--- config.mk ---
export PLATFORM = sky130hd
export DESIGN_NAME = busMux
export DESIGN_NICKNAME = d
export VERILOG_FILES = /design/src/cpuDatapathPkg.sv /design/src/busMux.sv
export SDC_FILE = /design/constraint.sdc
export NUM_CORES = 1
export LEC_CHECK = 0
export BUFFER_PORTS_ARGS = -buffer_cell sky130_fd_sc_hd__buf_2
export CAP_MARGIN = 15
export CORE_AREA = 5 5 295 297
export DETAILED_ROUTE_END_ITERATION = 10
export DIE_AREA = 0 0 300 302
export SYNTH_ARGS = -nofsm -noshare
export SYNTH_HDL_FRONTEND = slang
export SYNTH_SLANG_ARGS = --single-unit
--- constraint.sdc ---
create_clock -name vclk -period 1.7
set_input_delay 0 -clock vclk [all_inputs]
set_output_delay 0 -clock vclk [all_outputs]
set_load 0.01 [all_outputs]
--- src/cpuDatapathPkg.sv ---
package cpuDatapathPkg;

    // Word and register file sizes.
    localparam int dataWidth  = 32;
    localparam int numRegs    = 16;
    localparam int aluOpWidth = 5;

    // ALU operation codes, as found in IR bits 31..27.
    localparam logic [aluOpWidth-1:0] aluAdd  = 5'd3;
    localparam logic [aluOpWidth-1:0] aluSub  = 5'd4;
    localparam logic [aluOpWidth-1:0] aluAnd  = 5'd5;
    localparam logic [aluOpWidth-1:0] aluOr   = 5'd6;
    localparam logic [aluOpWidth-1:0] aluShr  = 5'd7;
    localparam logic [aluOpWidth-1:0] aluShra = 5'd8;
    localparam logic [aluOpWidth-1:0] aluShl  = 5'd9;
    localparam logic [aluOpWidth-1:0] aluRor  = 5'd10;
    localparam logic [aluOpWidth-1:0] aluRol  = 5'd11;   // Matches the rol instruction word.
    localparam logic [aluOpWidth-1:0] aluMul  = 5'd12;
    localparam logic [aluOpWidth-1:0] aluDiv  = 5'd13;
    localparam logic [aluOpWidth-1:0] aluNeg  = 5'd14;
    localparam logic [aluOpWidth-1:0] aluNot  = 5'd15;

    // The two-word ALU result, as seen by the Z register.
    // The product view is the full signed 64-bit product, high word on top.
    // The divide view holds the remainder in word 1 and the quotient in word 0.
    typedef union packed
    {
        logic signed [2*dataWidth-1:0] product;
        logic [1:0][dataWidth-1:0]     divide;
    } aluResult;

endpackage

--- src/busMux.sv ---
module busMux
    import cpuDatapathPkg::*;
(
    input  logic [numRegs-1:0][dataWidth-1:0] regWords,
    input  logic [dataWidth-1:0]              hiData,
    input  logic [dataWidth-1:0]              loData,
    input  logic [dataWidth-1:0]              zHighData,
    input  logic [dataWidth-1:0]              zLowData,
    input  logic [dataWidth-1:0]              pcData,
    input  logic [dataWidth-1:0]              mdrData,
    input  logic [numRegs-1:0]                regOut,
    input  logic                              hiOut,
    input  logic                              loOut,
    input  logic                              zHighOut,
    input  logic                              zLowOut,
    input  logic                              pcOut,
    input  logic                              mdrOut,
    output logic [dataWidth-1:0]              busData
);

    // One request bit per bus source, general registers in the low bits.
    logic [numRegs+5:0]                request;
    logic [numRegs+5:0]                grant;
    logic [numRegs+5:0][dataWidth-1:0] sources;

    assign request = {mdrOut, pcOut, zLowOut, zHighOut, loOut, hiOut, regOut};

    // Source words in the same order as the request bits.
    assign sources = {mdrData, pcData, zLowData, zHighData, loData, hiData, regWords};

    // Priority encoder.
    // Isolating the lowest set bit gives the winner, so R0 has the highest priority.
    assign grant = request & (~request + 1'b1);

    // Word selector driven by the one-hot grant. The bus is zero when nothing is granted.
    always_comb
    begin
        busData = '0;
        for (int i = 0; i < numRegs + 6; i++)
        begin
            if (grant[i])
            begin
                busData = busData | sources[i];
            end
        end
    end

endmodule

==> qor.csv <==
metric;value;unit
largest net degree at the start of global routing;42;
most frequent CP cell;buf_12;
Syn Nets;1513;
PD cells;212;nW/um2
failing checks;setup timing;
required time of the critical path;1.70;ns
Mapped Area;5010;um2
Distinct cells, synth;47;
total congestion overflow;0;
Clock buffer cells;0;
VDD IR max;0.0935;mV
DRC errors left;0;
number of global-route vias before repair;12200;
register area;0;um2
Final HPWL DP;86200;um
Syn Inst Count;787;
antenna violations before repair;96;
starting DRC count in detailed routing;1373;
vias per inst;4.32;
crit path kind;in -> out;
Max transition margin;31.4;%
Worst-Margin Slew;1.03;ns
status;finished, violations left;
fin. max-slew vios;0;
Final Cycle Share;141;%
RSZ-0062 raised after global routing;true;
final core occ;16.0;%
Die Span Y;302;um
WP buf/inv;7;
hold path startpoint;loData[19];
Routed Antenna Nets;0;
Core ar.;84300;um2
num rows;107;
Worst setup SP type;input pin;
pre-CTS setup slack;-1.20;ns
global-route wire length before repair;119000;um
GPL Wtd Cong;0.999;
Worst setup EP type;output pin;
Layout Nets;2447;
full die area;90600;um2
die width;300;um
port bufs;758;
1st-pass router iterations;7;
commonest non-fill, non-tap cell in the layout;buf_2;
total power;2.86;mW
final hold viol count;0;
f_max;0.418;GHz
Setup WS post-layout;-0.695;ns
Routed WL per cell;34.2;um
CP max stage delay;0.50;ns
Initial Utilization;5.94;%
Max Cap Violations;0;
CP arrival;2.39;ns
CP max-delay cell;or4_4;
Total Wirelength;96800;um
FF+latch count;0;
crit-path leading delay family;simple AND/OR/NAND/NOR gates;
Leak;6.09;nW
gr usage total;19.8;%
vias;12200;
most frequent cells in the layout;buf_2 (729), buf_4 (198), a22oi_1 (111), nand2_1 (94), a222oi_1 (51);
hold buffer count at CTS;0;
CP startpoint;regOut[9];
layout cells sized above 1;67.6;%
crit-path cells;buf_8, buf_6, or4_4, or3b_4, nor3b_4, buf_12, buf_12, buf_16, buf_12, a22oi_2, and3_4, nand3_2, buf_6;
sequential cell area fraction in the yosys report;0;%
Post-Place Cells;2748;
Area Overhead vs Synth;169;%
Final Setup Violations;32;
worst hold path class;in -> out;
Final min period;2.39;ns
I/O pin count;758;
yosys warns;0;
fin cells;2828;
syn_area_per_cell;6.37;um2
Crit Path Max Fanout;5;
-- cells in the mapped netlist, types with 15 or more instances --
cell | n | area, um2
a2111oi_0 | 23 | 201
a21oi_1 | 25 | 125
a222oi_1 | 51 | 510
a22o_1 | 21 | 184
a22oi_1 | 147 | 1100
and3_1 | 25 | 156
buf_2 | 25 | 125
clkbuf_1 | 61 | 229
nand2_1 | 96 | 360
nand3_1 | 40 | 200
nand4_1 | 15 | 93.8
nor2_1 | 42 | 158
o211ai_1 | 15 | 113
o21ai_0 | 39 | 195
-- final timing paths --
| check | endpoint | cells after the start |
|---|---|---|
| worst max-delay path | busData[31] | 13 |
| worst min-delay path | busData[19] | 3 |
-- layer usage --
layer | global-route usage [%] | part of all wire, % | vias to the layer above
met2 | 31.4 | 43 | 965
li1 | - | - | 5244
met3 | 6.15 | 10 | 224
met1 | 27.0 | 44 | 5723
met5 | 0 | 0.47 | -
met4 | 2.98 | 2.9 | 66
-- metrics by stage --
step	instance area, um2	hold WS (ns)	TNS, ns
final	13500	0.292	-18.95
after floorplan	5120	0.132	-0.166
after global routing	13500	0.315	-20.22
after detailed placement	11800	0.294	-30.24
after CTS	13100	0.297	-18.90
after global placement	11800	0.293	-31.55
-- power by group --
group	switching (mW)	leakage (nW)	internal [mW]
combinational	1.46	6.09	1.40
sequential	0	0	0
clock	0	0.000114	0.00000115
total	1.46	6.09	1.40
-- kinds of logic after synthesis --
group           share of synthesized area [%]
simple gates                             30.3
buf+inv                                  8.04
compound gates                           61.7
-- what timing repair did --
item                       in CTS  in global routing
buffers inserted               45                 21
setup endpoints to repair      32                 32
gates cloned                    4                  1
pin swaps                      71                 46
gates resized for setup       206                 52
-- final cells by class --
cell class	instances	area, um2
Fill cell	9760	70800
Timing Repair Buffer	1025	6640
Multi-Input combinational cell	693	5450
Tap cell	1090	1360
Antenna cell	19	47.5
Inverter	1	3.75
Note: power is estimated with default switching activity, not from simulation.
