### config.mk
export PLATFORM = sky130hd
export DESIGN_NAME = memoryInterface
export DESIGN_NICKNAME = d
export VERILOG_FILES = /design/src/cpuDatapathPkg.sv /design/src/memoryInterface.sv
export SDC_FILE = /design/constraint.sdc
export NUM_CORES = 1
export LEC_CHECK = 0
export ABC_AREA = 1
export BUFFER_PORTS_ARGS = -buffer_cell sky130_fd_sc_hd__buf_4
export CAP_MARGIN = 10
export CORE_MARGIN = 3
export CORE_UTILIZATION = 30
export CTS_BUF_LIST = sky130_fd_sc_hd__clkbuf_4 sky130_fd_sc_hd__clkbuf_8 sky130_fd_sc_hd__clkbuf_16
export DETAILED_ROUTE_END_ITERATION = 10
export PLACE_DENSITY_LB_ADDON = 0.2
export SYNTH_ARGS = -nofsm -noshare
export SYNTH_HDL_FRONTEND = slang
export SYNTH_SLANG_ARGS = --single-unit
### constraint.sdc
create_clock -name clk -period 0.8 [get_ports clk]
set_input_delay 0.12 -clock clk [delete_from_list [all_inputs] [get_ports clk]]
set_output_delay 0.12 -clock clk [all_outputs]
set_load 0.02 [all_outputs]
### src/cpuDatapathPkg.sv
package cpuDatapathPkg;

    // Word and register file sizes.
    localparam int dataWidth  = 32;
    localparam int numRegs    = 16;
    localparam int aluOpWidth = 5;

    // ALU operation codes, as found in IR bits 31..27.
    localparam logic [aluOpWidth-1:0] aluAdd  = 5'd3;
    localparam logic [aluOpWidth-1:0] aluSub  = 5'd4;
    localparam logic [aluOpWidth-1:0] aluAnd  = 5'd5;
    localparam logic [aluOpWidth-1:0] aluOr   = 5'd6;
    localparam logic [aluOpWidth-1:0] aluShr  = 5'd7;
    localparam logic [aluOpWidth-1:0] aluShra = 5'd8;
    localparam logic [aluOpWidth-1:0] aluShl  = 5'd9;
    localparam logic [aluOpWidth-1:0] aluRor  = 5'd10;
    localparam logic [aluOpWidth-1:0] aluRol  = 5'd11;   // Matches the rol instruction word.
    localparam logic [aluOpWidth-1:0] aluMul  = 5'd12;
    localparam logic [aluOpWidth-1:0] aluDiv  = 5'd13;
    localparam logic [aluOpWidth-1:0] aluNeg  = 5'd14;
    localparam logic [aluOpWidth-1:0] aluNot  = 5'd15;

    // The two-word ALU result, as seen by the Z register.
    // The product view is the full signed 64-bit product, high word on top.
    // The divide view holds the remainder in word 1 and the quotient in word 0.
    typedef union packed
    {
        logic signed [2*dataWidth-1:0] product;
        logic [1:0][dataWidth-1:0]     divide;
    } aluResult;

endpackage

### src/memoryInterface.sv
module memoryInterface
    import cpuDatapathPkg::*;
(
    input  logic                 clk,
    input  logic                 rstN,
    input  logic                 marIn,
    input  logic                 mdrIn,
    input  logic                 read,
    input  logic [dataWidth-1:0] busData,
    input  logic [dataWidth-1:0] mdataIn,
    output logic [dataWidth-1:0] marData,
    output logic [dataWidth-1:0] mdrData
);

    logic [dataWidth-1:0] mdrNext;

    // Memory data comes in on a read, bus data on a write setup.
    assign mdrNext = read ? mdataIn : busData;

    // Address register.
    always_ff @(posedge clk)
    begin
        if (!rstN)
        begin
            marData <= '0;
        end
        else if (marIn)
        begin
            marData <= busData;
        end
    end

    // Data register.
    always_ff @(posedge clk)
    begin
        if (!rstN)
        begin
            mdrData <= '0;
        end
        else if (mdrIn)
        begin
            mdrData <= mdrNext;
        end
    end

endmodule

==> key figures <==
STA
  • Fmax: 1080 MHz
  • Post-route setup TNS: -6430 ps
  • Setup ws final: -127 ps
  • Final setup fails: 64
  • Final hold viol count: 0
  • Final min period: 927 ps
  • RSZ-0062 raised after global routing: true
  • Fin crit share: 1.16
  • Rel. slew slack: 0.890
  • Least-Margin Pin Slew: 163 ps
  • Final Max Slew Viols: 0
  • Skew final: 0 ps

Floorplanning
  • Width of the chip: 103 µm
  • Die Height: 103 µm
  • IO Count: 133
  • Initial Util: 0.317
  • Num rows: 34
  • Die area: 0.0106 mm²
  • Core area: 0.00893 mm²

Route
  • Vias: 2926
  • # DRC: 0
  • Routed Antenna Nets: 0
  • DR vias/cell: 4.43
  • Per-cell routed wire length: 13.2 µm
  • Routed wire length: 8750 µm
  • 1st-pass router iterations: 5
  • DR iter-0 viols: 77

Clock network
  • CTS tree: built
  • Clock latency on the worst-skew pair: 330 ps
  • Clock sinks: 64
  • Setup bufs post-CTS: 0
  • Clock Path Buffers: 2
  • Root Buffer Master: clkbuf_8
  • TritonCTS buffer count: 9
  • Reg clk slew, reported paths: 70 ps
  • Htree depth: 3

Synthesis
  • Synth area leader: dfxtp_1
  • Most common cell in the netlist: nor2_1
  • FF+latch count, synth: 64
  • Number of synthesized flops with an enable pin: 0
  • Post-synth net total: 482
  • Cells after Synth: 413
  • Post-synthesis sequential area ratio: 0.453
  • Post-synth ARST share: 0
  • Synthesized area: 0.00283 mm²
  • Synth Flop Type: dfxtp_1
  • Synth top cells by count: nor2_1, nand2_1, dfxtp_1
  • Leading cell types by total area after synthesis: dfxtp_1, nor2_1, nand2_1
  • Mean post-synth cell area: 6.85 µm²
  • Yosys top cell area share: 0.453
  • Yosys cell types: 14
  • Ys Warns: 0

Critical path
  • Worst-path maximum fanout: 2
  • Buf/Inv on CP: 1
  • Cells along the critical path: buf_6
  • Slowest CP cell: dfxtp_2
  • Critical path startpoint category: flop
  • CP top delay family: flip-flops
  • Endpoint type of the worst setup path: primary output
  • Critical path type: reg -> out
  • WP data arrival: 810 ps
  • Crit-path max cell delay: 350 ps
  • Worst path required time: 680 ps

Power and ir drop
  • Power share of the combinational group: 0.229
  • Cell Int Power: 5950 µW
  • Sw Ratio: 0.277
  • Leakage: 0.00235 µW
  • Peak supply drop: 1.01 mV
  • Clock power share: 0.330
  • Pwr dens: 1830 mW/mm²
  • Sw power: 2290 µW
  • Flop pwr share: 0.441

GRT
  • Vias in the first global route: 2901
  • Overall routing resource usage: 0.167
  • First-pass GRT wire length: 13900 µm
  • Antenna violations before repair: 0
  • Largest net degree at the start of global routing: 33
  • Gr ovfl total: 0

Layout
  • Fillers: 880
  • Area grow syn2layout: 59.1%
  • Final Core Density: 0.504
  • Antenna Cells: 0
  • Share of layout cells above drive strength 1: 0.436
  • Post-route cell area: 0.00450 mm²
  • Register area: 0.00136 mm²
  • Layout Nets: 617
  • Final Instance Count excl. Fillers: 661
  • Area taken by multi-input logic gates: 0.00119 mm²

Placed design
  • PortBufs: 132
  • Dpl hpwl: 6510 µm
  • Placed Area: 0.00396 mm²
  • Place WS: -4.55 ps
  • Placer Congestion: 0.867
  • Cells after DPL: 643

Min path
  • Hold Crit Class: in -> reg

Run
  • Number of max-cap violations: 0

Outcome
  • Status: finished with violations
  • Violated checks: negative setup slack
[timing repair]
action | in CTS | in global routing
setup endpoints to repair | 64 | 65
gates resized for setup | 128 | 2
hold buffers | 1 | 1
cloned | 0 | 0
hold endpoints to repair | 1 | 1
pin swaps | 0 | 1
[layout make-up]
class                      count  share of cell area
inverter                      35              0.0303
timing repair buffer         150               0.330
clock inverter                 4              0.0100
sequential                    64               0.302
clock buffer                  12              0.0325
multi-input combinational    288               0.265
tap                          108              0.0300
[sequential cells by signal (all words and copies together) (netlist names)]
signal / count
marData: 32
mdrData: 32
[kinds of logic (layout without fill, tap and decap cells)]
logic type / Yosys count / count (layout) / synth area share
buffers and inverters: 61 / 201 / 0.128
flip-flops: 64 / 64 / 0.453
AO/OA/AOI/OAI: 32 / 32 / 0.0566
AND/OR/NAND/NOR: 256 / 256 / 0.363
[path summary, 6_finish.rpt]
| path | depth (start not counted) | from | slack [ps] | end |
|---|---|---|---|---|
| max | 1 | mdrData[24] | -130 | mdrData[24] |
| min | 3 | busData[16] | 30 | marData[16] |
| max reg2reg | 4 | mdrData[31] | 130 | mdrData[31] |
| min reg2reg | 2 | marData[3] | 510 | marData[3] |
[layout by cell type (no fill, tap or decap), types with 3 or more instances in the layout]
cell type,n
o21ai_0,32
dfxtp_2,64
nor2_1,128
nand2_2,10
buf_4,75
buf_6,64
inv_1,33
nand3_1,31
nand2_1,86
buf_12,9
clkbuf_4,3
clkinv_2,3
clkbuf_8,9
[stage by stage]
| stage | power, µW | hold WS, ps |
|---|---|---|
| finish | 8240 | 26.5 |
| global route | 8680 | 8.36 |
| CTS | 8350 | 0.744 |
| detailed placement | 5360 | 360 |
| global placement | 5340 | 359 |
| floorplan | 4510 | 255 |
[layer usage]
metal  part of all wire  vias to the layer above  wire, µm  global-route usage
li1                   -                     1520         -                   -
met1               0.43                     1293      3780               0.204
met2               0.47                      104      4150               0.274
met3              0.086                        9       755              0.0704
met4             0.0074                        0        65              0.0398
met5                  0                        -         0                   0
[power by group through the flow]
| stage | Clock (µW) | Sequential [µW] | Combinational [µW] |
|---|---|---|---|
| 2_1_floorplan | 0 | 3870 | 641 |
| 3_5_place_dp | 0 | 3610 | 1750 |
| 5_1_grt | 2960 | 3650 | 2070 |
| 4_1_cts | 2820 | 3630 | 1900 |
| 3_3_place_gp | 0 | 3600 | 1740 |
| 6_report | 2720 | 3630 | 1890 |
No activity file was read; power rests on OpenSTA's default activity.
