$ cat config.mk
export PLATFORM = sky130hd
export DESIGN_NAME = generalRegisters
export DESIGN_NICKNAME = d
export VERILOG_FILES = /design/src/cpuDatapathPkg.sv /design/src/generalRegisters.sv
export SDC_FILE = /design/constraint.sdc
export NUM_CORES = 1
export LEC_CHECK = 0
export ABC_CLOCK_PERIOD_IN_PS = 900
export BUFFER_PORTS_ARGS = -buffer_cell sky130_fd_sc_hd__buf_2
export CORE_MARGIN = 10
export CORE_UTILIZATION = 52
export DETAILED_ROUTE_END_ITERATION = 16
export PLACE_DENSITY_LB_ADDON = 0.05
export SLEW_MARGIN = 15
export SYNTH_ARGS = -nofsm -noshare
export SYNTH_HDL_FRONTEND = slang
export SYNTH_SLANG_ARGS = --single-unit
$ cat constraint.sdc
create_clock -name clk -period 0.9 [get_ports clk]
set_input_delay 0.135 -clock clk [delete_from_list [all_inputs] [get_ports clk]]
set_output_delay 0.135 -clock clk [all_outputs]
set_load 0.02 [all_outputs]
$ cat src/cpuDatapathPkg.sv
package cpuDatapathPkg;

    // Word and register file sizes.
    localparam int dataWidth  = 32;
    localparam int numRegs    = 16;
    localparam int aluOpWidth = 5;

    // ALU operation codes, as found in IR bits 31..27.
    localparam logic [aluOpWidth-1:0] aluAdd  = 5'd3;
    localparam logic [aluOpWidth-1:0] aluSub  = 5'd4;
    localparam logic [aluOpWidth-1:0] aluAnd  = 5'd5;
    localparam logic [aluOpWidth-1:0] aluOr   = 5'd6;
    localparam logic [aluOpWidth-1:0] aluShr  = 5'd7;
    localparam logic [aluOpWidth-1:0] aluShra = 5'd8;
    localparam logic [aluOpWidth-1:0] aluShl  = 5'd9;
    localparam logic [aluOpWidth-1:0] aluRor  = 5'd10;
    localparam logic [aluOpWidth-1:0] aluRol  = 5'd11;   // Matches the rol instruction word.
    localparam logic [aluOpWidth-1:0] aluMul  = 5'd12;
    localparam logic [aluOpWidth-1:0] aluDiv  = 5'd13;
    localparam logic [aluOpWidth-1:0] aluNeg  = 5'd14;
    localparam logic [aluOpWidth-1:0] aluNot  = 5'd15;

    // The two-word ALU result, as seen by the Z register.
    // The product view is the full signed 64-bit product, high word on top.
    // The divide view holds the remainder in word 1 and the quotient in word 0.
    typedef union packed
    {
        logic signed [2*dataWidth-1:0] product;
        logic [1:0][dataWidth-1:0]     divide;
    } aluResult;

endpackage

$ cat src/generalRegisters.sv
module generalRegisters
    import cpuDatapathPkg::*;
(
    input  logic                              clk,
    input  logic                              rstN,
    input  logic [numRegs-1:0]                regIn,
    input  logic [dataWidth-1:0]              busData,
    output logic [numRegs-1:0][dataWidth-1:0] regWords
);

    // R0 to R15, each loaded from the bus by its own strobe.
    always_ff @(posedge clk)
    begin
        if (!rstN)
        begin
            regWords <= '0;
        end
        else
        begin
            for (int i = 0; i < numRegs; i++)
            begin
                if (regIn[i])
                begin
                    regWords[i] <= busData;   // Several strobes may load the same word.
                end
            end
        end
    end

endmodule

==> run metrics, run 1 <==
status finished with violations; failing checks setup timing; Area growth syn-to-layout 46.3%; Slew headroom 63.8%; final setup margin -330 ps; setup TNS -144,110 ps; core area around 0.038 mm^2; met3 wire length between 6000 and 7000 um; dpl cell area about 0.023 mm^2; cell area after synthesis 0.0201 mm^2; met2 wire len 33,600 um; Hold Path Depth 4; DRT antenna net count 0; initial antenna violation count 1; Row Count 71; reg-to-reg endpoint regWords[416]; Critical Path Max Stage Delay about 370 ps; die width 216 um; CTS Sinks 512; H-tree Lvls 2; final instance area 0.0294 mm^2; CTS buffer count 53; Max Used Layer met4; post-synthesis compound-gate area fraction 0%; area of the multi-input gates 0.00833 mm^2; Avg Cell Area, Syn 11.9 um^2; Yosys reg bits slightly above 500; post-layout min period between 1000 and 1500 ps; most common cell after layout, fill and taps aside buf_6; via-per-instance ratio 5.12; Sw Ratio 26.3%; largest net degree at the start of global routing 80; Root Driver clkbuf_16; post-synthesis mux area share 25.5%; Synth Net Count between 1,500 and 2,000; Worst VDD drop 1.58 mV; DR pass1 iterations 5; min-delay worst type in -> reg; Clk pwr share 39.1%; crit-path leading delay family flip-flops; Largest register FFs 512; Worst-Margin Slew 542 ps; grt ovf 0; Final Skew 0 ps; leakage dissipation 13.5 nW; Largest Register regWords; Register Area 0.0109 mm^2; DP HPWL about 47,000 um; commonest cells after routing, fill and taps aside buf_6 (515), mux2i_1 (512), nor2b_1 (507), dfxtp_2 (507), buf_4 (99); Worst Hold End regWords[355]; internal power 42.8 mW; worst reg2reg setup slack 10 ps; main combinational cell family by area after synthesis multiplexers; first-pass GRT wire length 102,000 um; Nets 2,352; CP max-delay cell dfxtp_2; worst-path fanout max 2; layout cells sized above 1 55.4%; GPL Wtd Cong 0.856; drt total wl 70,300 um; Worst R2R Start regWords[416]; share of power burned in registers between 40% and 50%; I/O Buffers 561; Max Clk Rate 0.813 GHz; CP required 760 ps; Ys Warns 0; period utilization 137%; Simple-Gate Fraction of Synth Area approximately 16%; CP arrival between 1000 and 1500 ps; R2R cell count 3; io pins 562; Worst-path clk slew 60 ps; kind of end point of the critical path output pin; RSZ-0062 raised after global routing yes; Slew Limit Fails 0; vias in the first global route ~15,000; post-detailed-route wirelength per cell 24.6 um; Vias 14,600; Synth Instances 1,689; Adder-Cell Fraction of Synth Area 0%; kind of critical path reg -> out; largest registers regWords x512; maximum clock insertion buffer count 3; HP Start regIn[11]; sequential area share after synthesis 51.1%; filler instances 2,377; Die H 216 um; Setup crit start kind register; Initial Util 53.0%; Unique masters post-synth 11; Synth Area in XOR/XNOR 0%; Critical Path Source regWords[356]; CP Buf/Inv Count 1; DIE AREA about 0.047 mm^2; DRT met1 WL 27,900 um; Cell Pwr Density 1980 mW/mm^2; crit path cell chain buf_6; Clock Latency Late Sink 590 ps; max-cap viol count 0; TritonCTS clock tree yes; # DRC 0; Switch Pwr about 15 mW; Total Power 58.1 mW; # setup viols final about 510; Global Route Usage Sum 28.5%; Iter 0 DRT Violations 945; Fin. Hold Viols 0; Logic pwr share 17.2%
## final cells by class
cell class	instances	share of cell area (%)
sequential	512	37.1
multi-input combinational	1024	28.4
timing repair buffer	711	26.1
clock buffer	80	5.45
tap	511	2.18
clock inverter	14	0.703
antenna	1	0.00852
## cell usage after synthesis
cell type,count,share of area (%)
dfxtp_1,512,51
mux2i_1,512,26
nor2b_1,507,16
buf_6,97,5.4
buf_2,33,0.82
buf_4,16,0.60
and2b_1,5,0.19
buf_12,4,0.40
buf_8,1,0.075
clkbuf_1,1,0.019
clkbuf_2,1,0.025
## per-layer routing
metal / global-route usage [%] / vias up
met3: 9.99 / 115
met4: 11.0 / 0
li1: - / 6772
met2: 47.0 / 536
met1: 33.6 / 7177
met5: 0 / -
## power by group through the flow
stage / clock network, mW / logic (mW) / registers, mW
after floorplan: 0 / 3.56 / 26.8
after global placement: 0 / 7.95 / 25.2
after detailed placement: 0 / 8.05 / 25.2
after CTS: 22.9 / 9.79 / 25.4
after global routing: 23.9 / 10.5 / 25.5
final: 22.7 / 10.0 / 25.4
## per-stage QoR
stage	hold WS, ps	utilization (%)	std cells	worst slack (ps)
final	20.1	77.6	2853	-330
after floorplan	304	-	1689	125
after CTS	0.0193	76.8	2814	-350
after global placement	487	60.8	2674	-57.9
after detailed placement	487	60.8	2674	-78.8
after global routing	15.7	77.6	2852	-356
## cell families (layout without fill, tap and decap cells)
logic type	Yosys count	in the layout
mux	512	512
simple gates	512	512
buf+inv	153	805
other cells	0	1
flops	512	512
## how the worst max path moves through the flow
stage | to | slack (ps) | cells after the start
floorplan | regWords[320] | 120 | 4
global placement | regWords[119] | -60 | 4
detailed placement | regWords[342] | -80 | 4
CTS | regWords[145] | -350 | 1
global route | regWords[366] | -360 | 1
finish | regWords[356] | -330 | 1
## what timing repair did
item	in CTS	in global routing
hold buffers	9	0
buffers inserted	37	38
endpoints found under the hold margin	27	0
endpoints found under the setup margin	512	512
gates resized for setup	1538	6
Note: power is estimated with default switching activity, not from simulation.
==> run 2: changes to the inputs <==
--- a/config.mk
+++ b/config.mk
@@ -7,9 +7,9 @@
 export LEC_CHECK = 0
 export ABC_CLOCK_PERIOD_IN_PS = 900
 export BUFFER_PORTS_ARGS = -buffer_cell sky130_fd_sc_hd__buf_2
-export CORE_MARGIN = 10
-export CORE_UTILIZATION = 52
+export CORE_AREA = 2 2 218 220
 export DETAILED_ROUTE_END_ITERATION = 16
+export DIE_AREA = 0 0 220 222
 export PLACE_DENSITY_LB_ADDON = 0.05
 export SLEW_MARGIN = 15
 export SYNTH_ARGS = -nofsm -noshare
==> run metrics, run 2 (same netlist as run 1, synthesis figures left out) <==
status finished with violations; failing checks setup timing; maximum clock insertion buffer count 3 (unchanged); DIE AREA 0.0488 mm^2 (+4.3%); CTS Sinks 512 (unchanged); I/O Buffers 561 (unchanged); Worst-Margin Slew 596 ps (+53.7 ps); leakage dissipation 13.5 nW (-0.16%); period utilization 136% (-0.64 points); drt total wl 65,700 um (-6.5%); crit-path leading delay family flip-flops; GPL Wtd Cong 0.791 (-7.6%); CP max-delay cell dfxtp_4; io pins 562 (unchanged); Cell Pwr Density 2000 mW/mm^2 (+1.1%); dpl cell area 0.0231 mm^2 (+0.33%); max-cap viol count 0 (unchanged); post-detailed-route wirelength per cell 22.4 um (-9.1%); Fin. Hold Viols 0 (unchanged); via-per-instance ratio 4.79 (-6.4%); post-layout min period 1220 ps (-5.72 ps); Slew Limit Fails 0 (unchanged); Worst Setup EP regWords[81]; worst reg2reg setup slack 30 ps (+20 ps); CTS buffer count 54 (+1.9%); reg-to-reg endpoint regWords[384]; core area 0.0463 mm^2 (+22%); first-pass GRT wire length 95,100 um (-7.2%); Logic pwr share 16.6% (-0.6 points); Final Util 63.6% (-14 points); Crit. path cell count 1 (unchanged); Iter 0 DRT Violations 561 (-41%); CP required 760 ps (about the same); diodes inserted 0 (-1); Global Route Usage Sum 25.9% (-2.6 points); pre-CTS worst setup slack -146 ps (-66.9 ps); setup TNS -142,630 ps (+1480 ps); Critical Path Source regWords[81]; RSZ-0062 raised after global routing yes; Die H 222 um (+2.6%); Area growth syn-to-layout 46.7%; Nets 2,335 (-0.72%); H-tree Lvls 2 (unchanged); CP Buf/Inv Count 1 (unchanged); crit path cell chain buf_6; Row Count 79 (+11%); Slew headroom 60.3% (-3.6 points); most common cell after layout, fill and taps aside buf_6; largest registers regWords x512; TritonCTS clock tree yes; Max Clk Rate 0.817 GHz (+0.47%); Final Skew 0 ps (unchanged); DP HPWL 43,800 um (-7.1%); Worst-path clk slew 60 ps (about the same); # DRC 0 (unchanged); Setup crit start kind register; Worst R2R Start regWords[384]; min-delay worst type in -> reg; Sw Ratio 25.9% (-0.43 points); Initial Util 43.4% (-9.6 points); CP arrival 1090 ps (about the same); largest net degree at the start of global routing 88 (+10%); internal power 43.7 mW (+2.0%); Clock Latency Late Sink 580 ps (about the same); Vias 14,100 (-3.7%); layout cells sized above 1 55.3% (about the same); # setup viols final 512 (unchanged); Largest Register regWords; Root Driver clkbuf_16; commonest cells after routing, fill and taps aside buf_6 (516), mux2i_1 (512), dfxtp_2 (510); Switch Pwr 15.2 mW (-0.25%); DR pass1 iterations 4 (-1); worst-path fanout max 2 (unchanged); kind of critical path reg -> out; Critical Path Max Stage Delay 370 ps (about the same); grt ovf 0 (unchanged); final setup margin -324 ps (+5.72 ps); DRT antenna net count 0 (unchanged); die width 220 um (+1.6%); Largest register FFs 512 (unchanged); vias in the first global route 14,400 (-5.2%); Worst VDD drop 1.52 mV (-3.7%); kind of end point of the critical path output pin; final instance area 0.0294 mm^2 (+0.30%); Clk pwr share 40.4% (+1.3 points); share of power burned in registers 43.0% (-0.7 points); initial antenna violation count 0 (-1); R2R cell count 3 (unchanged)
## run 2: changes by cell type in the layout (fill, tap and decap cells not counted), sizes merged
| cell | change |
|---|---|
| dlymetal6s4s | +1 |
| dlygate4sd3 | -4 |
| clkbuf | +11 |
| buf | -19 |
| clkinv | -2 |
| inv | -1 |
| diode | -1 |
## run 2: worst min-delay path by stage
| stage | from | endpoint | slack, ps | depth (start not counted) |
|---|---|---|---|---|
| 6_report | rstN | regWords[65] | 20 | 3 |
| 5_1_grt | rstN | regWords[2] | 30 | 3 |
| 4_1_cts | rstN | regWords[65] | 0.5 | 3 |
| 3_5_place_dp | regWords[144] | regWords[144] | 490 | 2 |
| 3_3_place_gp | regWords[248] | regWords[248] | 490 | 2 |
| 2_1_floorplan | busData[10] | regWords[330] | 300 | 2 |
## run 2: power groups by stage
stage / Clock, mW / Sequential (mW) / Combinational, mW
after global placement: 0 / 25.2 / 7.91
after detailed placement: 0 / 25.2 / 7.98
after floorplan: 0 / 26.8 / 3.56
final: 23.8 / 25.3 / 9.80
after global routing: 25.2 / 25.5 / 10.3
after CTS: 24.3 / 25.3 / 9.65
## run 2: final cells by class
| class | instances | area, um^2 |
|---|---|---|
| sequential | 512 | 10900 |
| clock inverter | 11 | 180 |
| tap | 607 | 759 |
| clock buffer | 87 | 1740 |
| fill | 3716 | 16800 |
| timing repair buffer | 693 | 7530 |
| multi-input combinational | 1024 | 8330 |
## run 2: through the flow
step / power (mW) / cells / hold WS (ps)
5_1_grt: 61.0 / 2934 / 25.4
6_report: 58.9 / 2934 / 22.3
4_1_cts: 59.2 / 2904 / 0.506
3_5_place_dp: 33.2 / 2774 / 495
2_1_floorplan: 30.4 / 1689 / 304
3_3_place_gp: 33.1 / 2774 / 490
## run 2: repair_timing
item	in CTS	in global routing
setup buffers	26	26
hold endpoints to repair	16	0
hold buffers	6	0
endpoints found under the setup margin	512	536
gates cloned	0	4
resized for setup	1537	12
pin swaps	0	0
## run 2: per-layer routing
| layer | GRT usage [%] | vias to the layer above | share of wire [%] | wire (um) |
|---|---|---|---|---|
| met2 | 41.3 | 446 | 46 | 30500 |
| met4 | 9.89 | 0 | 3.6 | 2340 |
| li1 | - | 6713 | - | - |
| met5 | 0 | - | 0 | 0 |
| met1 | 32.4 | 6800 | 42 | 27600 |
| met3 | 8.64 | 96 | 8.0 | 5260 |
==> run 3: changes to the inputs <==
==> constraint.sdc (replaced) <==
create_clock -name clk -period 0.9 [get_ports clk]
set_input_delay 0.135 -clock clk [delete_from_list [all_inputs] [get_ports clk]]
set_output_delay 0.135 -clock clk [all_outputs]
set_load 0.01 [all_outputs]
==> run metrics, run 3 (same netlist as run 1, synthesis figures left out) <==
Worst-path clk slew 60 ps (about the same); layout cells sized above 1 55.4% (+0.077 points); Iter 0 DRT Violations 575 (+2.5%); R2R cell count 4 (+1); Final Skew 0 ps (unchanged); CTS Sinks 512 (unchanged); Fin. Hold Viols 0 (unchanged); Largest register FFs 512 (unchanged); maximum clock insertion buffer count 3 (unchanged); pre-CTS worst setup slack -146 ps (unchanged); Worst R2R Start regWords[278]; drt total wl 65,800 um (+0.18%); Largest Register regWords; HP Start rstN; filler instances 3,711 (-0.13%); Root Driver clkbuf_16; period utilization 135% (-1.5 points); largest net degree at the start of global routing 88 (unchanged); Row Count 79 (unchanged); CP Buf/Inv Count 1 (unchanged); Cell Pwr Density 1960 mW/mm^2 (-1.8%); via-per-instance ratio 4.81 (+0.32%); first-pass GRT wire length 95,200 um (about the same); leakage dissipation 13.5 nW (+0.16%); Hold Path Depth 3 (unchanged); DIE AREA 0.0488 mm^2 (unchanged); Max Clk Rate 0.826 GHz (+1.1%); max-cap viol count 0 (unchanged); Worst Hold End regWords[65]; RSZ-0062 raised after global routing yes; core area 0.0463 mm^2 (unchanged); io pins 562 (unchanged); Critical Path Max Stage Delay 360 ps (about the same); Worst VDD drop 1.50 mV (-1.7%); most common cell after layout, fill and taps aside buf_6; Critical Path Source regWords[81]; Initial Util 43.4% (unchanged); Slew headroom 60.5% (+0.25 points); Die H 222 um (unchanged); CP required 760 ps (about the same); Global Route Usage Sum 25.9% (about the same); die width 220 um (unchanged); Nets 2,339 (+0.17%); Area growth syn-to-layout 46.9%; min-delay worst type in -> reg; Vias 14,100 (+0.46%); Clock Latency Late Sink 580 ps (about the same); post-detailed-route wirelength per cell 22.4 um (about the same); worst reg2reg setup slack 30 ps (about the same); Slew Limit Fails 0 (unchanged); Final Util 63.7% (+0.065 points); status finished with violations; kind of critical path reg -> out; initial antenna violation count 0 (unchanged); kind of end point of the critical path output pin; TritonCTS clock tree yes; placed cell count 2,774 (unchanged); Setup crit start kind register; failing checks setup timing; Total Power 57.9 mW (-1.7%); diodes inserted 0 (unchanged); Finished Layout Cells 2,938 (+0.14%); CTS buffer count 54 (unchanged); CP max-delay cell dfxtp_4; worst-path fanout max 2 (unchanged); DP HPWL 43,800 um (unchanged); grt ovf 0 (unchanged); DR pass1 iterations 6 (+2); reg-to-reg endpoint regWords[278]; Worst-Margin Slew 592 ps (-3.77 ps); final setup margin -311 ps (+13.5 ps); crit-path leading delay family flip-flops; largest registers regWords x512; post-layout min period 1210 ps (-13.5 ps); GPL Wtd Cong 0.791 (unchanged); vias in the first global route 14,400 (+0.18%); I/O Buffers 561 (unchanged); DRT antenna net count 0 (unchanged); H-tree Lvls 2 (unchanged); # setup viols final 512 (unchanged); # DRC 0 (unchanged); commonest cells after routing, fill and taps aside buf_6 (516), mux2i_1 (512), dfxtp_2 (510); CP arrival 1080 ps (about the same); crit path cell chain buf_6
==> run 3: changes by cell type in the layout (fill, tap and decap cells not counted) <==
| cell | change |
|---|---|
| buf_4 | +4 |
==> run 3: how the worst max path moves through the flow <==
stage / endpoint / slack, ps / cells past startpoint
finish: regWords[81] / -310 / 1
global route: regWords[81] / -340 / 1
CTS: regWords[81] / -350 / 1
detailed placement: regWords[352] / -150 / 3
global placement: regWords[384] / -100 / 3
floorplan: regWords[320] / 120 / 4
==> run 3: per-stage QoR <==
step | TNS, ps | hold WS [ps] | instance area, um^2
global route | -155470 | 25.4 | 29500
global placement | -8450 | 490 | 23100
detailed placement | -13350 | 495 | 23100
floorplan | 0 | 304 | 20100
finish | -136470 | 23.0 | 29500
CTS | -154990 | 0.506 | 29200
==> run 3: per-layer routing <==
metal  up-vias  share of wire, %  GRT usage, %
met5         -                 0             0
met4         0               3.5          9.89
met3        98               7.9          8.64
met2       423                47          41.3
met1      6872                42          32.4
li1       6726                 -             -
==> run 3: repair_timing <==
| action | 4_1_cts | 5_1_grt |
|---|---|---|
| gates cloned | 0 | 4 |
| hold buffers | 6 | 0 |
| endpoints found under the hold margin | 16 | 0 |
| buffers inserted | 31 | 25 |
| resized for setup | 1196 | 12 |
| endpoints found under the setup margin | 512 | 536 |
| pin swaps | 0 | 0 |
==> run 3: power by group <==
group          switching, mW  total [mW]  internal (mW)
Clock                   9.27        23.8           14.6
Combinational           4.01        8.74           4.73
Sequential              1.00        25.3           24.3
==> run 3: final cells by class <==
| cell class | count | area (um^2) | area share [%] |
|---|---|---|---|
| flip-flops and latches | 512 | 10900 | 37.0 |
| multi-input cells | 1024 | 8330 | 28.3 |
| well taps | 607 | 759 | 2.58 |
| clock inverters | 11 | 180 | 0.611 |
| repair buffers | 697 | 7560 | 25.7 |
| clock buffers | 87 | 1740 | 5.90 |
