$ cat config.mk
export PLATFORM = sky130hd
export DESIGN_NAME = specialRegisters
export DESIGN_NICKNAME = d
export VERILOG_FILES = /design/src/cpuDatapathPkg.sv /design/src/specialRegisters.sv
export SDC_FILE = /design/constraint.sdc
export NUM_CORES = 1
export LEC_CHECK = 0
export BUFFER_PORTS_ARGS = -buffer_cell sky130_fd_sc_hd__buf_4
export CELL_PAD_IN_SITES_DETAIL_PLACEMENT = 1
export CELL_PAD_IN_SITES_GLOBAL_PLACEMENT = 1
export CORE_MARGIN = 5
export CORE_UTILIZATION = 37
export DETAILED_ROUTE_END_ITERATION = 6
export PLACE_DENSITY = 0.78
export SLEW_MARGIN = 40
export SYNTH_ARGS = -nofsm -noshare
export SYNTH_HDL_FRONTEND = slang
export SYNTH_SLANG_ARGS = --single-unit
$ cat constraint.sdc
create_clock -name clk -period 0.85 [get_ports clk]
set_clock_uncertainty 0.05 [all_clocks]
set_input_delay 0 -clock clk [delete_from_list [all_inputs] [get_ports clk]]
set_output_delay 0 -clock clk [all_outputs]
set_load 0.1 [all_outputs]
$ cat src/cpuDatapathPkg.sv
package cpuDatapathPkg;

    // Word and register file sizes.
    localparam int dataWidth  = 32;
    localparam int numRegs    = 16;
    localparam int aluOpWidth = 5;

    // ALU operation codes, as found in IR bits 31..27.
    localparam logic [aluOpWidth-1:0] aluAdd  = 5'd3;
    localparam logic [aluOpWidth-1:0] aluSub  = 5'd4;
    localparam logic [aluOpWidth-1:0] aluAnd  = 5'd5;
    localparam logic [aluOpWidth-1:0] aluOr   = 5'd6;
    localparam logic [aluOpWidth-1:0] aluShr  = 5'd7;
    localparam logic [aluOpWidth-1:0] aluShra = 5'd8;
    localparam logic [aluOpWidth-1:0] aluShl  = 5'd9;
    localparam logic [aluOpWidth-1:0] aluRor  = 5'd10;
    localparam logic [aluOpWidth-1:0] aluRol  = 5'd11;   // Matches the rol instruction word.
    localparam logic [aluOpWidth-1:0] aluMul  = 5'd12;
    localparam logic [aluOpWidth-1:0] aluDiv  = 5'd13;
    localparam logic [aluOpWidth-1:0] aluNeg  = 5'd14;
    localparam logic [aluOpWidth-1:0] aluNot  = 5'd15;

    // The two-word ALU result, as seen by the Z register.
    // The product view is the full signed 64-bit product, high word on top.
    // The divide view holds the remainder in word 1 and the quotient in word 0.
    typedef union packed
    {
        logic signed [2*dataWidth-1:0] product;
        logic [1:0][dataWidth-1:0]     divide;
    } aluResult;

endpackage

$ cat src/specialRegisters.sv
module specialRegisters
    import cpuDatapathPkg::*;
(
    input  logic                 clk,
    input  logic                 rstN,
    input  logic                 pcIn,
    input  logic                 irIn,
    input  logic                 yIn,
    input  logic                 hiIn,
    input  logic                 loIn,
    input  logic                 zIn,
    input  logic [dataWidth-1:0] busData,
    input  aluResult             aluOut,
    output logic [dataWidth-1:0] pcData,
    output logic [dataWidth-1:0] irData,
    output logic [dataWidth-1:0] yData,
    output logic [dataWidth-1:0] hiData,
    output logic [dataWidth-1:0] loData,
    output logic [dataWidth-1:0] zHighData,
    output logic [dataWidth-1:0] zLowData
);

    aluResult zReg;   // Both halves of Z.

    always_ff @(posedge clk)
    begin
        if (!rstN)
        begin
            pcData <= '0;
            irData <= '0;
            yData  <= '0;
            hiData <= '0;
            loData <= '0;
            zReg   <= '0;
        end
        else
        begin
            if (pcIn) pcData <= busData;
            if (irIn) irData <= busData;
            if (yIn)  yData  <= busData;   // Operand A of the ALU.
            if (hiIn) hiData <= busData;
            if (loIn) loData <= busData;

            // Z takes the whole 64-bit result in one edge.
            if (zIn)
            begin
                zReg <= aluOut;
            end
        end
    end

    assign zHighData = zReg.product[2*dataWidth-1:dataWidth];
    assign zLowData  = zReg.product[dataWidth-1:0];

endmodule

==> results of run 1 <==
## synth_stat cells
library cell / instances
nor2b_1: 224
buf_4: 8
buf_8: 6
clkbuf_2: 6
buf_2: 10
mux2i_1: 224
clkbuf_1: 6
buf_6: 16
dfxtp_1: 224
## per-stage QoR
| step | utilization, % | instances | cell area, µm² |
|---|---|---|---|
| CTS | 74.1 | 1464 | 16800 |
| global placement | 53.6 | 1308 | 12200 |
| floorplan | - | 724 | 9400 |
| detailed placement | 53.6 | 1308 | 12200 |
## cells by family after synthesis
| logic type | count (synthesis) | synth area share [%] |
|---|---|---|
| mux | 224 | 26.2 |
| flops | 224 | 52.4 |
| simple gates | 224 | 16.4 |
| buf+inv | 52 | 5.06 |
## what timing repair did
action,4_1_cts
gates resized for setup,673
setup endpoints to repair,224
hold endpoints to repair,224
setup buffers,9
hold buffers,103
==> run summary, run 1 <==
status: stopped before the end
Failed at: global routing (5_1_grt)
Log Error: [ERROR DPL-0033] detailed placement checks failed during check placement.
Cell Area, Synth: 0.00856 mm²
I/O Buffers: 327
top-area cell type share of the netlist area: 52.4%
Worst EP post-GRT repair: zLowData[4]
YS warnings: 0
clock root cell: clkbuf_16
Die H: 162 µm
H-tree levels: 1
library cells used by synthesis: 9
Sink Count: 224
# rows: 55
Area contributors post-synth: dfxtp_1 (52%), mux2i_1 (26%), nor2b_1 (16%), buf_6 (2.1%), buf_8 (1.1%)
syn_nets: 828
starting density of the core: 37.7%
Worst EP Category: top-level output
deepest clock path buffer count: 3
Ports: 328
Placer Congestion: 0.771
Seq/Total Area, Yosys: 52.4%
pin count of the biggest net entering global routing: 64
CTS Buf Count: 26
initial antenna violation count: 3
Avg Cell Area, Syn: 11.8 µm²
post-place setup slack: -0.0424 ns
Yosys top cell by area: dfxtp_1
Synth Instances: 724
Yosys reg bits: 224
Die X: 162 µm
hpwl dp: 20100 µm
==> inputs of run 2 (changes only) <==
--- a/config.mk
+++ b/config.mk
@@ -6,12 +6,10 @@
 export NUM_CORES = 1
 export LEC_CHECK = 0
 export BUFFER_PORTS_ARGS = -buffer_cell sky130_fd_sc_hd__buf_4
-export CELL_PAD_IN_SITES_DETAIL_PLACEMENT = 1
-export CELL_PAD_IN_SITES_GLOBAL_PLACEMENT = 1
 export CORE_MARGIN = 5
-export CORE_UTILIZATION = 37
+export CORE_UTILIZATION = 36
 export DETAILED_ROUTE_END_ITERATION = 6
-export PLACE_DENSITY = 0.78
+export PLACE_DENSITY_LB_ADDON = 0.15
 export SLEW_MARGIN = 40
 export SYNTH_ARGS = -nofsm -noshare
 export SYNTH_HDL_FRONTEND = slang
==> run summary, run 2 <==
status: finished with violations
failing checks: setup timing
Setup CP Type: register to output pin
vias in the first global route: 7573
minimum clock period: 1.11 ns
commonest cells after routing, fill and taps aside: buf_12 (238), nor2b_1 (223), dfxtp_4 (223), mux2i_1 (213), buf_4 (106)
die area: 0.0270 mm²
Area contributors post-synth: dfxtp_1 (52%), mux2i_1 (26%), nor2b_1 (16%), buf_6 (2.1%), buf_8 (1.1%)
VDD IR max: 1.71 mV
crit path cell chain: buf_12
DRT iter0 DRCs: 222
first-pass GRT wire length: 44300 µm
Avg Cell Area, Syn: 11.8 µm²
DR vias/cell: 4.61
Seq/Total Area, Yosys: 52.4%
Worst Path Required: 0.80 ns
Yosys reg bits: 224
Critical Path Source Type: register
via count: 6952
Worst-Skew Late Latency: 0.51 ns
initial antenna violation count: 0
YS warnings: 0
Antenna Cells: 0
Die H: 164 µm
H-tree levels: 1
Max Fclk: 903 MHz
Critical-path top delay cell: dfxtp_4
EDFF count, synth: 0
total gr overflow: 0
slew at the pin closest to its max-slew limit: 0.265 ns
Synth Instances: 724
sum of buffers and inverters on the critical path: 1
period utilisation layout: 130%
largest register by flop count: zReg
Placer Congestion: 0.741
setup violators final: 226
RSZ-0062 raised after global routing: yes
area grow syn2layout: 102%
Worst EP arrival: 1.06 ns
final max-slew violation count: 0
most common cell after layout, fill and taps aside: buf_12
post-place setup slack: 0.0196 ns
CP endpoint kind: output pin
Post-synth top cells: dfxtp_1 (224), mux2i_1 (224), nor2b_1 (224)
number of flip-flops under the largest register name: 64
CP Max Fanout: 2
GRT Total Usage: 20.6%
fin worst setup slack: -0.257 ns
hpwl dp: 17900 µm
pin count of the biggest net entering global routing: 76
layout cells sized above 1: 53.9%
library cells used by synthesis: 9
Post-route DRC: 0
Non-Filler Instances: 1509
I/O Buffers: 327
Cell Area, Synth: 0.00856 mm²
starting density of the core: 36.5%
# rows: 56
Nets: 1277
core box area: 0.0235 mm²
top-area cell type share of the netlist area: 52.4%
Routed Antenna Nets: 0
deepest clock path buffer count: 3
syn_nets: 828
leakage: 7.31 nW
DRT Pass-1 Iters: 4
Worst path max stage delay: 0.37 ns
Max Cap Viol: 0
pwr dens: 1870 mW/mm²
DR WL/cell: 20.5 µm
Ports: 328
Die X: 164 µm
Worst Hold Class: input pin to register
Worst path top cell family by delay: flip-flops
Sink Count: 224
CTS Buf Count: 25
Yosys top cell by area: dfxtp_1
relative slew slack: 81.8%
# placed instances: 1344
clock root cell: clkbuf_16
Clock transition at path regs: 0.06 ns
TritonCTS clock tree: done
Top FF cell, synth: dfxtp_1
Post-synth ARST share: 0%
Routed WL: 31000 µm
Fin. Hold Viols: 0
-- run 2: per-layer routing --
layer,wire length [µm],up-vias,share of wire [%],global-route usage [%]
met5,0,-,0,0
met4,970,0,3.1,6.67
met2,15400,251,50,35.8
met3,2500,63,8.1,7.23
li1,-,3320,-,-
met1,12100,3318,39,23.8
-- run 2: final timing paths --
kind	endpoint	cells after the start	from	slack [ns]
setup / recovery	yData[20]	1	yData[20]	-0.26
setup reg to reg	irData[16]	3	irData[16]	-0.03
hold / removal	loData[31]	5	loIn	0.15
hold reg to reg	loData[9]	2	loData[9]	0.49
-- run 2: what timing repair did --
action,4_1_cts,5_1_grt
cloned,0,9
hold buffers,103,0
hold endpoints to repair,224,0
setup buffers,1,8
resized for setup,672,40
setup endpoints to repair,224,375
-- run 2: stage by stage --
stage          TNS [ns]  cell area, µm²  hold WS (ns)  power, mW  utilization [%]
6_report         -52.52           17300         0.146       32.4             73.6
3_3_place_gp          0           12200         0.202       19.3             52.0
5_1_grt          -60.29           17300         0.166       33.5             73.6
3_5_place_dp          0           12200         0.212       19.4             52.0
2_1_floorplan    -0.143            9400         0.118       17.5                -
4_1_cts          -58.16           16800         0.215       32.3             71.7
-- run 2: logic make-up (layout without fill, tap and decap cells) --
group / after synthesis / in the layout / synth area share, %
simple gates: 224 / 224 / 16.4
buf+inv: 52 / 518 / 5.06
mux: 224 / 224 / 26.2
flops: 224 / 224 / 52.4
-- run 2: power breakdown --
group	switching (mW)	internal, mW
clock	4.29	6.26
combinational	6.16	4.09
sequential	0.704	10.9
total	11.2	21.2
-- run 2: final cells by class --
cell class | count | area [µm²]
sequential | 224 | 5320
multi-input combinational | 448 | 3700
timing repair buffer | 474 | 7080
clock buffer | 28 | 637
tap | 319 | 399
fill | 1435 | 6190
clock inverter | 16 | 151
Note: power is estimated with default switching activity, not from simulation.
==> inputs of run 3 (changes only) <==
--- a/config.mk
+++ b/config.mk
@@ -9,7 +9,7 @@
 export CORE_MARGIN = 5
 export CORE_UTILIZATION = 36
 export DETAILED_ROUTE_END_ITERATION = 6
-export PLACE_DENSITY_LB_ADDON = 0.15
+export PLACE_DENSITY = 0.59
 export SLEW_MARGIN = 40
 export SYNTH_ARGS = -nofsm -noshare
 export SYNTH_HDL_FRONTEND = slang
==> run summary, run 3 (synthesis gave the netlist of run 2 again) <==
via count: 6919
Nets: 1280
I/O Buffers: 327
setup violators final: 226
DRT iter0 DRCs: 233
Routed Antenna Nets: 0
layout cells sized above 1: 54.2%
core box area: 0.0235 mm²
failing checks: setup timing
Die H: 164 µm
storage element area: 0.00533 mm²
Hold WS: 0.164 ns
sum of buffers and inverters on the critical path: 1
H-tree levels: 1
most common cell after layout, fill and taps aside: buf_12
fillers: 1479
Setup CP Type: register to output pin
crit path cell chain: buf_12
final max-slew violation count: 0
number of flip-flops under the largest register name: 64
total gr overflow: 0
pin count of the biggest net entering global routing: 46
Worst-Skew Late Latency: 0.51 ns
Max Cap Viol: 0
Multi-input gate area: 0.00369 mm²
Clock transition at path regs: 0.06 ns
Placer Congestion: 0.749
R2R cell count: 3
Ports: 328
relative slew slack: 84.7%
deepest clock path buffer count: 3
area grow syn2layout: 103%
Sink Count: 224
post-place setup slack: 0.0197 ns
Finished Core Util: 74.2%
Post-route DRC: 0
hpwl dp: 18400 µm
worst hold path depth: 5
Routed WL: 31200 µm
Die X: 164 µm
CP endpoint kind: output pin
VDD IR max: 1.30 mV
status: finished with violations
Critical Path Source Type: register
Worst Hold Class: input pin to register
Worst EP arrival: 1.06 ns
CP Depth: 1
fin worst setup slack: -0.262 ns
Non-Filler Instances: 1515
Critical-path top delay cell: dfxtp_4
starting density of the core: 36.5%
period utilisation layout: 131%
first-pass GRT wire length: 43900 µm
CP Max Fanout: 2
leakage: 7.40 nW
slew at the pin closest to its max-slew limit: 0.223 ns
Max Fclk: 900 MHz
Worst path top cell family by delay: flip-flops
DR vias/cell: 4.57
vias in the first global route: 7457
clock root cell: clkbuf_16
TritonCTS clock tree: done
Worst path max stage delay: 0.37 ns
pwr dens: 1910 mW/mm²
Antenna Cells: 0
commonest cells after routing, fill and taps aside: buf_12 (243), nor2b_1 (224), dfxtp_4 (224), mux2i_1 (214), buf_4 (103)
Worst Path Required: 0.80 ns
die area: 0.0270 mm²
largest register by flop count: zReg
initial antenna violation count: 0
RSZ-0062 raised after global routing: yes
DR WL/cell: 20.6 µm
DRT Pass-1 Iters: 4
CTS Buf Count: 26
GRT Total Usage: 20.7%
Fin. Hold Viols: 0
# rows: 56
minimum clock period: 1.11 ns
# placed instances: 1342
## run 3: layer usage
metal | vias up | track usage, % | routed length, µm
li1 | 3320 | - | -
met1 | 3301 | 23.9 | 12200
met2 | 246 | 36.2 | 15800
met3 | 52 | 7.23 | 2500
met4 | 0 | 5.79 | 804
met5 | - | 0 | 0
## run 3: path summary, 6_finish.rpt
| path | startpoint | endpoint | slack, ns |
|---|---|---|---|
| min | irIn | irData[13] | 0.16 |
| max reg2reg | loData[9] | loData[9] | -0.01 |
| min reg2reg | yData[21] | yData[21] | 0.49 |
| max | zReg[4] | zLowData[4] | -0.26 |
## run 3: report_power, final
group          total, mW  internal (mW)  leakage [nW]  switching, mW
Sequential          11.6           10.9          2.00          0.703
Clock               11.5           6.98         0.435           4.50
Combinational       10.3           4.11          4.97           6.16
Total               33.3           22.0          7.40           11.4
## run 3: timing repair
item | CTS | global route
gates resized for setup | 672 | 37
endpoints found under the setup margin | 224 | 388
setup buffers | 2 | 11
endpoints found under the hold margin | 224 | 0
gates cloned | 0 | 9
hold buffers | 103 | 0
## run 3: layout make-up
cell class,count,area share (%)
tap,319,2.29
clock buffer,29,3.92
multi-input combinational,448,21.2
sequential,224,30.6
timing repair buffer,476,40.9
clock inverter,19,1.12
## run 3: stage by stage
step,total power [mW],TNS (ns),area (µm²)
2_1_floorplan,17.5,-0.143,9400
3_3_place_gp,19.4,0,12200
3_5_place_dp,19.4,0,12200
4_1_cts,33.2,-59.57,17000
5_1_grt,34.4,-61.29,17400
6_report,33.3,-54.33,17400
==> inputs of run 4 (changes only) <==
==> constraint.sdc (replaced) <==
create_clock -name clk -period 1.4 [get_ports clk]
set_clock_uncertainty 0.05 [all_clocks]
set_input_delay 0 -clock clk [delete_from_list [all_inputs] [get_ports clk]]
set_output_delay 0 -clock clk [all_outputs]
set_load 0.1 [all_outputs]
==> run summary, run 4 (synthesis gave the netlist of run 2 again) <==
status: finished clean
via count: 6501
largest register by flop count: zReg
Routed WL: 25800 µm
post-place setup slack: 0.417 ns
Clock transition at path regs: 0.06 ns
Multi-input gate area: 0.00364 mm²
period utilisation layout: 88.9%
Worst Hold Class: input pin to register
vias in the first global route: 6792
post-CTS resize count: 0
Post-route DRC: 0
flop2flop setup slack: 0.16 ns
clock root cell: clkbuf_16
setup violators final: 0
Placer Congestion: 0.734
relative slew slack: 79.3%
CTS Hold Bufs: 119
Ports: 328
leakage: 6.21 nW
Hold WS: 0.0202 ns
VDD IR max: 0.730 mV
DRT Pass-1 Iters: 4
R2R cell count: 3
slew at the pin closest to its max-slew limit: 0.311 ns
Sink Count: 224
Critical Path Source Type: register
Critical-path top delay cell: dfxtp_1
Cell Area, Placed: 0.0112 mm²
# placed instances: 1332
Non-Filler Instances: 1492
H-tree levels: 1
Setup Buffers After CTS: 0
sum of buffers and inverters on the critical path: 1
DRT iter0 DRCs: 185
number of flip-flops under the largest register name: 64
CP endpoint kind: output pin
CTS Buf Count: 25
Worst path max stage delay: 0.36 ns
CP Max Fanout: 2
area grow syn2layout: 53.5%
pin count of the biggest net entering global routing: 73
Routed Antenna Nets: 0
Antenna Cells: 0
# rows: 56
worst hold path depth: 4
storage element area: 0.00448 mm²
TritonCTS clock tree: done
Die X: 164 µm
minimum clock period: 1.24 ns
fin worst setup slack: 0.156 ns
deepest clock path buffer count: 3
Worst Path Required: 1.35 ns
R2R Path End: zReg[41]
first-pass GRT wire length: 39200 µm
layout cells sized above 1: 31.9%
post-route cell area: 0.0131 mm²
DR vias/cell: 4.36
Max Fclk: 804 MHz
Worst EP arrival: 1.19 ns
die area: 0.0270 mm²
initial antenna violation count: 0
GRT Total Usage: 18.2%
pwr dens: 1370 mW/mm²
commonest cells after routing, fill and taps aside: buf_4 (331), mux2i_1 (224), nor2b_1 (224), dfxtp_1 (224), dlygate4sd3_1 (119)
min-delay src: irIn
Worst-Skew Late Latency: 0.51 ns
RSZ-0062 raised after global routing: no
Max Cap Viol: 0
fillers: 2038
core box area: 0.0235 mm²
Nets: 1263
setup tns final: 0 ns
hpwl dp: 17000 µm
starting density of the core: 36.5%
hold path endpoint: irData[16]
Setup CP Type: register to output pin
DR WL/cell: 17.3 µm
final max-slew violation count: 0
Fin. Hold Viols: 0
Die H: 164 µm
total gr overflow: 0
most common cell after layout, fill and taps aside: buf_4
I/O Buffers: 327
RR Startpoint: zReg[41]
crit path cell chain: buf_4
Worst path top cell family by delay: flip-flops
run 4: layout make-up:
class                   instances  share of cell area (%)
clock buffers                  37                    5.41
repair buffers                460                    29.5
clock inverters                 4                   0.209
flip-flops and latches        224                    34.1
multi-input cells             448                    27.7
well taps                     319                    3.04
run 4: per-layer routing:
metal  track usage, %  part of all wire (%)  up-vias
li1                 -                     -     3255
met1             22.2                    42     2958
met2             30.4                    47      246
met3             6.12                   9.2       42
met4             5.68                   2.7        0
met5                0                     0        -
run 4: per-stage QoR:
stage	power, mW	utilization, %
after CTS	18.2	56.0
after floorplan	10.7	-
after detailed placement	11.9	47.8
after global placement	11.8	47.8
final	18.0	56.0
after global routing	18.7	56.0
run 4: worst max path at each step:
stage	to	cells past startpoint	from
after detailed placement	zReg[19]	4	zIn
after floorplan	hiData[0]	2	hiData[0]
after global placement	zReg[14]	4	zIn
after global routing	zReg[41]	3	zReg[41]
after CTS	zHighData[9]	1	zReg[41]
final	zLowData[15]	1	zReg[15]
run 4: power breakdown:
group / leakage [nW] / internal [mW] / switching, mW
registers: 1.85 / 6.76 / 0.206
clock network: 0.363 / 3.48 / 2.50
logic: 3.99 / 1.41 / 3.62
total: 6.21 / 11.7 / 6.33
